==> config.mk <==
export PLATFORM = sky130hd
export DESIGN_NAME = alu_wb_top
export DESIGN_NICKNAME = d
export VERILOG_FILES = /design/src/design/exe_pkg.sv /design/src/design/alu_wb_top.sv /design/src/design/reg_writeback.sv /design/src/design/wb_buffer.sv /design/src/design/alu_unit.sv
export SDC_FILE = /design/constraint.sdc
export NUM_CORES = 2
export LEC_CHECK = 0
export BUFFER_PORTS_ARGS = -buffer_cell sky130_fd_sc_hd__buf_4
export CAP_MARGIN = 20
export CORE_ASPECT_RATIO = 0.5
export CORE_MARGIN = 2
export CORE_UTILIZATION = 57
export DETAILED_ROUTE_END_ITERATION = 16
export PLACE_DENSITY = 0.74
export SYNTH_ARGS = -nofsm -noshare
export SYNTH_HDL_FRONTEND = slang
export SYNTH_SLANG_ARGS = --single-unit
==> constraint.sdc <==
create_clock -name clk -period 4.2 [get_ports clk]
set_input_delay 0.21 -clock clk [delete_from_list [all_inputs] [get_ports clk]]
set_output_delay 0.21 -clock clk [all_outputs]
set_load 0.05 [all_outputs]
==> src/design/exe_pkg.sv <==
`default_nettype none

package exe_pkg;

	localparam int DATA_W     = 32;                 // operand and result width
	localparam int REG_AW     = 5;                  // 32 architectural registers
	localparam int SHAMT_W    = 5;                  // shifts only look at the low bits of b
	localparam int WB_CREDITS = 2;                  // one credit per result buffer slot
	localparam int CREDIT_W   = 2;                  // must hold 0 through WB_CREDITS
	localparam int BUF_AW     = 1;                  // pointer width for the result buffer

	// integer opcodes understood by the ALU, the codes 10 to 15 are illegal
	typedef enum logic [3:0] {
		OP_ADD  = 4'd0,
		OP_SUB  = 4'd1,
		OP_AND  = 4'd2,
		OP_OR   = 4'd3,
		OP_XOR  = 4'd4,
		OP_SLL  = 4'd5,
		OP_SRL  = 4'd6,
		OP_SRA  = 4'd7,
		OP_SLT  = 4'd8,
		OP_SLTU = 4'd9
	} alu_op_e;

	typedef enum logic [1:0] {
		EXC_NONE       = 2'd0,
		EXC_ILLEGAL_OP = 2'd1
	} exc_code_e;

endpackage

`default_nettype wire
==> src/design/alu_wb_top.sv <==
`default_nettype none

module alu_wb_top import exe_pkg::*; (
	input  logic                clk,
	input  logic                reset_,
	input  logic                flush,

	input  logic                issue_valid,
	input  alu_op_e             issue_op,
	input  logic [DATA_W-1:0]   issue_a,
	input  logic [DATA_W-1:0]   issue_b,
	input  logic [REG_AW-1:0]   issue_rd,
	output logic                issue_ready,

	input  logic                ext_valid,
	input  logic [REG_AW-1:0]   ext_rd,
	input  logic [DATA_W-1:0]   ext_data,

	output logic                commit_valid,
	output logic [REG_AW-1:0]   commit_rd,
	output logic [DATA_W-1:0]   commit_data,
	output logic                exc_valid,
	output exc_code_e           exc_code,

	input  logic [REG_AW-1:0]   reg_raddr,
	output logic [DATA_W-1:0]   reg_rdata
);

	logic                res_valid;                          // credit channel
	logic [REG_AW-1:0]   res_rd;
	logic [DATA_W-1:0]   res_data;
	exc_code_e           res_exc;
	logic                credit_return;

	logic                wb_valid;                           // drain channel
	logic [REG_AW-1:0]   wb_rd;
	logic [DATA_W-1:0]   wb_data;
	exc_code_e           wb_exc;
	logic                wb_ack;

	alu_unit u_alu (
		.clk           (clk),
		.reset_        (reset_),
		.flush         (flush),
		.issue_valid   (issue_valid),
		.issue_op      (issue_op),
		.issue_a       (issue_a),
		.issue_b       (issue_b),
		.issue_rd      (issue_rd),
		.issue_ready   (issue_ready),
		.credit_return (credit_return),
		.res_valid     (res_valid),
		.res_rd        (res_rd),
		.res_data      (res_data),
		.res_exc       (res_exc)
	);

	wb_buffer u_buf (
		.clk           (clk),
		.reset_        (reset_),
		.flush         (flush),
		.res_valid     (res_valid),
		.res_rd        (res_rd),
		.res_data      (res_data),
		.res_exc       (res_exc),
		.credit_return (credit_return),
		.wb_valid      (wb_valid),
		.wb_rd         (wb_rd),
		.wb_data       (wb_data),
		.wb_exc        (wb_exc),
		.wb_ack        (wb_ack)
	);

	reg_writeback u_wb (
		.clk           (clk),
		.reset_        (reset_),
		.wb_valid      (wb_valid),
		.wb_rd         (wb_rd),
		.wb_data       (wb_data),
		.wb_exc        (wb_exc),
		.wb_ack        (wb_ack),
		.ext_valid     (ext_valid),
		.ext_rd        (ext_rd),
		.ext_data      (ext_data),
		.commit_valid  (commit_valid),
		.commit_rd     (commit_rd),
		.commit_data   (commit_data),
		.exc_valid     (exc_valid),
		.exc_code      (exc_code),
		.reg_raddr     (reg_raddr),
		.reg_rdata     (reg_rdata)
	);

endmodule

`default_nettype wire

==> src/design/reg_writeback.sv <==
`default_nettype none

module reg_writeback import exe_pkg::*; (
	input  logic                clk,
	input  logic                reset_,

	input  logic                wb_valid,
	input  logic [REG_AW-1:0]   wb_rd,
	input  logic [DATA_W-1:0]   wb_data,
	input  exc_code_e           wb_exc,
	output logic                wb_ack,

	input  logic                ext_valid,
	input  logic [REG_AW-1:0]   ext_rd,
	input  logic [DATA_W-1:0]   ext_data,

	output logic                commit_valid,
	output logic [REG_AW-1:0]   commit_rd,
	output logic [DATA_W-1:0]   commit_data,
	output logic                exc_valid,
	output exc_code_e           exc_code,

	input  logic [REG_AW-1:0]   reg_raddr,
	output logic [DATA_W-1:0]   reg_rdata
);

	logic [DATA_W-1:0]  rf [2**REG_AW];

	logic               buf_wr;
	logic               buf_exc;
	logic               wr_en;
	logic [REG_AW-1:0]  wr_rd;
	logic [DATA_W-1:0]  wr_data;

	// the external writer owns the port whenever it asks for it
	assign wb_ack  = wb_valid && !ext_valid;
	assign buf_wr  = wb_ack && (wb_exc == EXC_NONE);
	assign buf_exc = wb_ack && (wb_exc != EXC_NONE);          // an exception writes nothing

	assign wr_en   = ext_valid || buf_wr;
	assign wr_rd   = ext_valid ? ext_rd : wb_rd;
	assign wr_data = ext_valid ? ext_data : wb_data;

	assign reg_rdata = rf[reg_raddr];                         // entry 0 is never written

	always_ff @(posedge clk or negedge reset_) begin
		if (!reset_) begin
			for (int i = 0; i < 2**REG_AW; i++) begin
				rf[i] <= '0;
			end
		end else if (wr_en && (wr_rd != '0)) begin
			rf[wr_rd] <= wr_data;
		end
	end

	always_ff @(posedge clk or negedge reset_) begin
		if (!reset_) begin
			commit_valid <= 1'b0;
			exc_valid    <= 1'b0;
		end else begin
			commit_valid <= wr_en;                              // writes to x0 still commit
			exc_valid    <= buf_exc;
		end
	end

	always_ff @(posedge clk) begin
		if (wr_en) begin
			commit_rd   <= wr_rd;
			commit_data <= wr_data;
		end
		if (buf_exc) begin
			exc_code <= wb_exc;
		end
	end

endmodule

`default_nettype wire

==> src/design/wb_buffer.sv <==
`default_nettype none

module wb_buffer import exe_pkg::*; (
	input  logic                clk,
	input  logic                reset_,
	input  logic                flush,

	input  logic                res_valid,
	input  logic [REG_AW-1:0]   res_rd,
	input  logic [DATA_W-1:0]   res_data,
	input  exc_code_e           res_exc,
	output logic                credit_return,

	output logic                wb_valid,
	output logic [REG_AW-1:0]   wb_rd,
	output logic [DATA_W-1:0]   wb_data,
	output exc_code_e           wb_exc,
	input  logic                wb_ack
);

	logic [REG_AW-1:0]    mem_rd   [WB_CREDITS];
	logic [DATA_W-1:0]    mem_data [WB_CREDITS];
	exc_code_e            mem_exc  [WB_CREDITS];

	logic [BUF_AW-1:0]    wr_ptr;
	logic [BUF_AW-1:0]    rd_ptr;
	logic [CREDIT_W-1:0]  count;
	logic [CREDIT_W-1:0]  count_next;
	logic                 push;
	logic                 pop;

	function automatic logic [BUF_AW-1:0] ptr_inc(input logic [BUF_AW-1:0] ptr);
		if (ptr == BUF_AW'(WB_CREDITS - 1)) begin
			return '0;
		end
		return ptr + BUF_AW'(1);
	endfunction

	assign push = res_valid && !flush;
	assign pop  = wb_valid && wb_ack;                        // head retires on this edge

	always_comb begin
		case ({push, pop})
			2'b10:   count_next = count + CREDIT_W'(1);
			2'b01:   count_next = count - CREDIT_W'(1);
			default: count_next = count;
		endcase
	end

	// head entry goes straight to the writeback stage
	assign wb_rd   = mem_rd[rd_ptr];
	assign wb_data = mem_data[rd_ptr];
	assign wb_exc  = mem_exc[rd_ptr];

	always_ff @(posedge clk) begin
		if (push) begin
			mem_rd[wr_ptr]   <= res_rd;
			mem_data[wr_ptr] <= res_data;
			mem_exc[wr_ptr]  <= res_exc;
		end
	end

	always_ff @(posedge clk or negedge reset_) begin
		if (!reset_) begin
			wr_ptr        <= '0;
			rd_ptr        <= '0;
			count         <= '0;
			wb_valid      <= 1'b0;
			credit_return <= 1'b0;
		end else if (flush) begin
			wr_ptr        <= '0;
			rd_ptr        <= '0;
			count         <= '0;
			wb_valid      <= 1'b0;
			credit_return <= 1'b0;                              // the ALU restores its credits itself
		end else begin
			if (push) begin
				wr_ptr <= ptr_inc(wr_ptr);
			end
			if (pop) begin
				rd_ptr <= ptr_inc(rd_ptr);
			end
			count         <= count_next;
			wb_valid      <= (count_next != '0);                // valid one cycle after arrival
			credit_return <= pop;                               // pulse in the cycle after retirement
		end
	end

	// the credit scheme upstream must keep a full buffer from ever seeing a result
	assert property (@(posedge clk) disable iff (!reset_)
		push |-> (count != CREDIT_W'(WB_CREDITS)))
	else $error("result pushed into a full buffer");

	assert property (@(posedge clk) disable iff (!reset_)
		wb_ack |-> wb_valid)
	else $error("wb_ack without wb_valid");

endmodule

`default_nettype wire

==> src/design/alu_unit.sv <==
`default_nettype none

module alu_unit import exe_pkg::*; (
	input  logic                clk,
	input  logic                reset_,
	input  logic                flush,

	input  logic                issue_valid,
	input  alu_op_e             issue_op,
	input  logic [DATA_W-1:0]   issue_a,
	input  logic [DATA_W-1:0]   issue_b,
	input  logic [REG_AW-1:0]   issue_rd,
	output logic                issue_ready,

	input  logic                credit_return,
	output logic                res_valid,
	output logic [REG_AW-1:0]   res_rd,
	output logic [DATA_W-1:0]   res_data,
	output exc_code_e           res_exc
);

	logic [CREDIT_W-1:0]  credit_cnt;
	logic                 accept;
	logic [SHAMT_W-1:0]   shamt;
	logic [DATA_W-1:0]    alu_data;
	exc_code_e            alu_exc;

	assign issue_ready = (credit_cnt != '0);                 // a free buffer slot is guaranteed
	assign accept      = issue_valid && issue_ready && !flush;
	assign shamt       = issue_b[SHAMT_W-1:0];

	always_comb begin
		alu_data = '0;
		alu_exc  = EXC_NONE;
		case (issue_op)
			OP_ADD:  alu_data = issue_a + issue_b;              // wraps on overflow
			OP_SUB:  alu_data = issue_a - issue_b;
			OP_AND:  alu_data = issue_a & issue_b;
			OP_OR:   alu_data = issue_a | issue_b;
			OP_XOR:  alu_data = issue_a ^ issue_b;
			OP_SLL:  alu_data = issue_a << shamt;
			OP_SRL:  alu_data = issue_a >> shamt;
			OP_SRA:  alu_data = $signed(issue_a) >>> shamt;   // sign bit fills from the left
			OP_SLT: begin
				alu_data = {{(DATA_W-1){1'b0}}, ($signed(issue_a) < $signed(issue_b))};
			end
			OP_SLTU: begin
				alu_data = {{(DATA_W-1){1'b0}}, (issue_a < issue_b)};
			end
			default: begin
				alu_exc  = EXC_ILLEGAL_OP;                     // data stays zero for a bad opcode
				alu_data = '0;
			end
		endcase
	end

	always_ff @(posedge clk or negedge reset_) begin
		if (!reset_) begin
			res_valid <= 1'b0;
		end else if (flush) begin
			res_valid <= 1'b0;                                  // the result in flight is dropped
		end else begin
			res_valid <= accept;                                // one cycle per accepted issue
		end
	end

	always_ff @(posedge clk) begin
		if (accept) begin
			res_rd   <= issue_rd;
			res_data <= alu_data;
			res_exc  <= alu_exc;
		end
	end

	// the counter takes a credit per issue and gets one back per retired entry
	always_ff @(posedge clk or negedge reset_) begin
		if (!reset_) begin
			credit_cnt <= CREDIT_W'(WB_CREDITS);
		end else if (flush) begin
			credit_cnt <= CREDIT_W'(WB_CREDITS);               // the buffer is empty again
		end else begin
			case ({accept, credit_return})
				2'b10:   credit_cnt <= credit_cnt - CREDIT_W'(1);
				2'b01:   credit_cnt <= credit_cnt + CREDIT_W'(1);
				default: credit_cnt <= credit_cnt;              // both or neither cancel out
			endcase
		end
	end

	// a credit returned while all credits are held means the buffer lost track of an entry
	assert property (@(posedge clk) disable iff (!reset_)
		credit_cnt <= CREDIT_W'(WB_CREDITS))
	else $error("credit counter above WB_CREDITS");

	// a credit can only come back for a result that still holds one
	assert property (@(posedge clk) disable iff (!reset_)
		credit_return |-> (credit_cnt != CREDIT_W'(WB_CREDITS)))
	else $error("credit returned with no result outstanding");

endmodule

`default_nettype wire

==> impl_metrics.tcl <==
set metrics [dict create \
    outcome "finished clean" \
    power_frac_comb_pct 22.6 \
    min_path_type "in -> reg" \
    synth_warnings 0 \
    dp.cells 6558 \
    cts.clk_slew.worst_paths_ns 0.06 \
    ir_worst_vdd_uv 338 \
    grt_max_degree 119 \
    timing.final.max_slew_violations 0 \
    final_common_cell "o21ai_0" \
    r2r_cells 8 \
    critPathArrivalTime_ns 4.13 \
    ys_seq_area_share_pct 52.5 \
    cp_max_fo 29 \
    p_int_mw 23.8 \
    clockBufferDepth 3 \
    gp_congestion 0.990 \
    numCtsBuffers 107 \
    pwr-share-seq_pct 47.3 \
    synthArstFlopShare_pct 87.2 \
    syn2layout_area_growth_pct 12.0 \
    die_w_um 455 \
    crit_type "reg -> reg" \
    clkPwrFrac_pct 30.1 \
    finalCritPeriodShare_pct 84.5 \
    io_pins 194 \
    skew_ns 0.0320 \
    holdPathStages 4 \
    layout.cells.non_filler 6801 \
    finalSetupViolCount 0 \
    die-area_mm2 0.105 \
    critPathCaptureType "register" \
    clockRootBuffer "clkbuf_16" \
    synth_cell_types 81 \
    coreArea_mm2 0.101 \
    rows 82 \
    layout_common_cells "1109 x o21ai_0, 1081 x nand2_1, 1033 x dfrtp_1" \
    cts_hold_buf 25 \
    cp-start-kind "register" \
    cts.htree.levels 3 \
    grt_pass1_vias 43800 \
    ys_ff_latch 1187 \
    cts_tree "built" \
    synth_fp_nets 5610 \
    synthCells 5390 \
    rsz0062_at_grt "no" \
    synth_ff_type "dfrtp_1" \
    max_freq_mhz 282 \
    p_sw_mw 10.3 \
    drive_above_1_share_pct 18.9 \
    num_vias 43739 \
    via_per_inst 6.43 \
    hold_viol 0 \
    finalNetCount 5584 \
    start_util_pct 57.7 \
    syn-mean-instance-area_um2 10.8 \
    drt-pass1-iter-count 6 \
    ys_top_cells_by_area "dfrtp_1 45%, mux4_2 15%, o21ai_0 9.6%" \
    cap_viol_max_count 0 \
    portBuffers 192 \
    grt_pass1_wl_mm 269 \
    power.density_mw_per_mm2 524 \
    post_cts_resized 0 \
    timing.setup.tns_ns 0 \
    synth_edf_count 152 \
    postCtsSetupRepairBufs 0 \
    wire_per_inst_um 25.9 \
    tightest_slew_ns 1.13 \
    fp.dieH_um 230 \
    leakage_nw 28.5 \
    ant_nets 0 \
    period_needed_ns 3.55 \
    insertion_delay_ns 0.72 \
    syn_area_mm2 0.0580 \
    grt_antenna_before_repair 6 \
    drt_iter0_markers 5191 \
    synth_top_cell_area_share_pct 44.6 \
    num-fill-cells 7498 \
    p_sw_share_pct 30.1 \
    cts_sinks 1187 \
    track_usage_pct 34.3 \
    grt_overflow 0 \
    hpwlAfterDp_mm 110 \
    cp.required_ns 4.78 \
    total_power_mw 34.1 \
    hold_slack_ns 0.0613 \
    synth.largest_area_cell "dfrtp_1" \
    drc 0 \
    drt-total-wl_mm 176 \
    slew_headroom_pct 24.4 \
]
==> cell type report <==
cell class,count,area [um^2],area share (%)
antenna,2,5.00,0.00770
clock buffer,160,3230,4.97
clock inverter,40,504,0.776
inverter,139,522,0.803
multi-input combinational,3559,25300,39.0
sequential,1187,30500,46.9
tap,1344,1680,2.59
timing repair buffer,370,3240,4.99
==> power groups by stage <==
stage | Combinational (mW) | Clock, mW | Sequential, mW
2_1_floorplan | 5.28 | 0 | 15.9
3_3_place_gp | 7.26 | 0 | 16.0
3_5_place_dp | 7.57 | 0 | 16.2
4_1_cts | 7.66 | 10.3 | 16.1
5_1_grt | 8.49 | 10.8 | 16.4
6_report | 7.70 | 10.3 | 16.1
==> flip-flops by register name, indices dropped and copies added, names as in the netlist, 5 cells and up <==
signal and count:
u_buf.mem_data 64, u_wb.commit_rd 5, u_wb.commit_data 32, u_wb.rf 1024, u_alu.res_data 32, u_alu.res_rd 5, u_buf.mem_rd 10
==> per-stage QoR <==
step	worst slack, ns	cell area (um^2)	util, %
after floorplan	0.312	58000	-
after global placement	0.511	60700	60.4
after detailed placement	0.486	60800	60.5
after CTS	0.781	64800	64.4
after global routing	0.477	65000	64.6
final	0.650	65000	64.6
==> logic make-up after synthesis <==
| family | synth area share [%] |
|---|---|
| buffers and inverters | 4.26 |
| adder cells (fa/ha/maj) | 2.18 |
| other | 0.00646 |
| AO/OA/AOI/OAI | 13.8 |
| flip-flops | 52.5 |
| XOR/XNOR | 0.438 |
| multiplexers | 16.7 |
| AND/OR/NAND/NOR | 10.1 |
==> metal layers <==
| metal | part of all wire, % | vias up | global-route usage, % |
|---|---|---|---|
| met4 | 4.0 | 4 | 12.8 |
| met3 | 9.7 | 407 | 7.40 |
| met5 | 0.017 | - | 0 |
| met1 | 40 | 22146 | 48.2 |
| li1 | - | 18971 | - |
| met2 | 46 | 2211 | 53.1 |
==> worst max-delay path: stages (launching register included) <==
cell	delay, ns
dfrtp_2	0.51
mux2i_1	0.17
o21ai_0	0.48
nand2_1	0.15
nor2_1	0.71
nand2_2	0.71
buf_4	0.47
nand2_1	0.11
o21ai_0	0.09
==> synthesized netlist by cell type, types with 5 or more instances <==
master and count:
nand3b_1 5, a21o_1 13, o211ai_1 18, o2111ai_1 6
a221oi_1 15, xnor2_1 26, a211oi_1 19, nor2_1 219
buf_4 6, o21bai_1 14, or3_1 17, o31ai_1 10
inv_1 136, mux4_2 379, nor4_1 8, o21ai_1 11
dfrtp_1 1034, a22oi_1 11, nand3_1 21, clkbuf_1 429
nor3_1 25, and3_1 10, nor2b_1 12, a21oi_1 143
a222oi_1 5, ha_1 98, mux2_2 37, mux2i_1 76
a31oi_1 15, o22ai_1 6, a211o_1 6, or2_2 9
o21ai_0 1109, nand4_1 9, o221ai_1 12, edfxtp_1 152
a221o_1 6, buf_1 53, nand2b_1 9, buf_2 15
nand2_1 1112, o21a_1 8
==> final timing paths <==
check / from / end / slack, ns
max: u_buf.rd_ptr$_DFFE_PN0P_ / u_wb.rf[2]$_DFFE_PN0P_ / 0.65
min: ext_data[9] / u_wb.commit_data[9]$_DFFE_PP_ / 0.06
max reg2reg: u_buf.rd_ptr$_DFFE_PN0P_ / u_wb.rf[2]$_DFFE_PN0P_ / 0.65
min reg2reg: u_wb.rf[1000]$_DFFE_PN0P_ / u_wb.rf[1000]$_DFFE_PN0P_ / 0.37
max in group asynchronous: reset_ / u_wb.rf[940]$_DFFE_PN0P_ / 2.71
min in group asynchronous: reset_ / u_wb.exc_valid$_DFF_PN0_ / 0.24
Note: power is estimated with default switching activity, not from simulation.
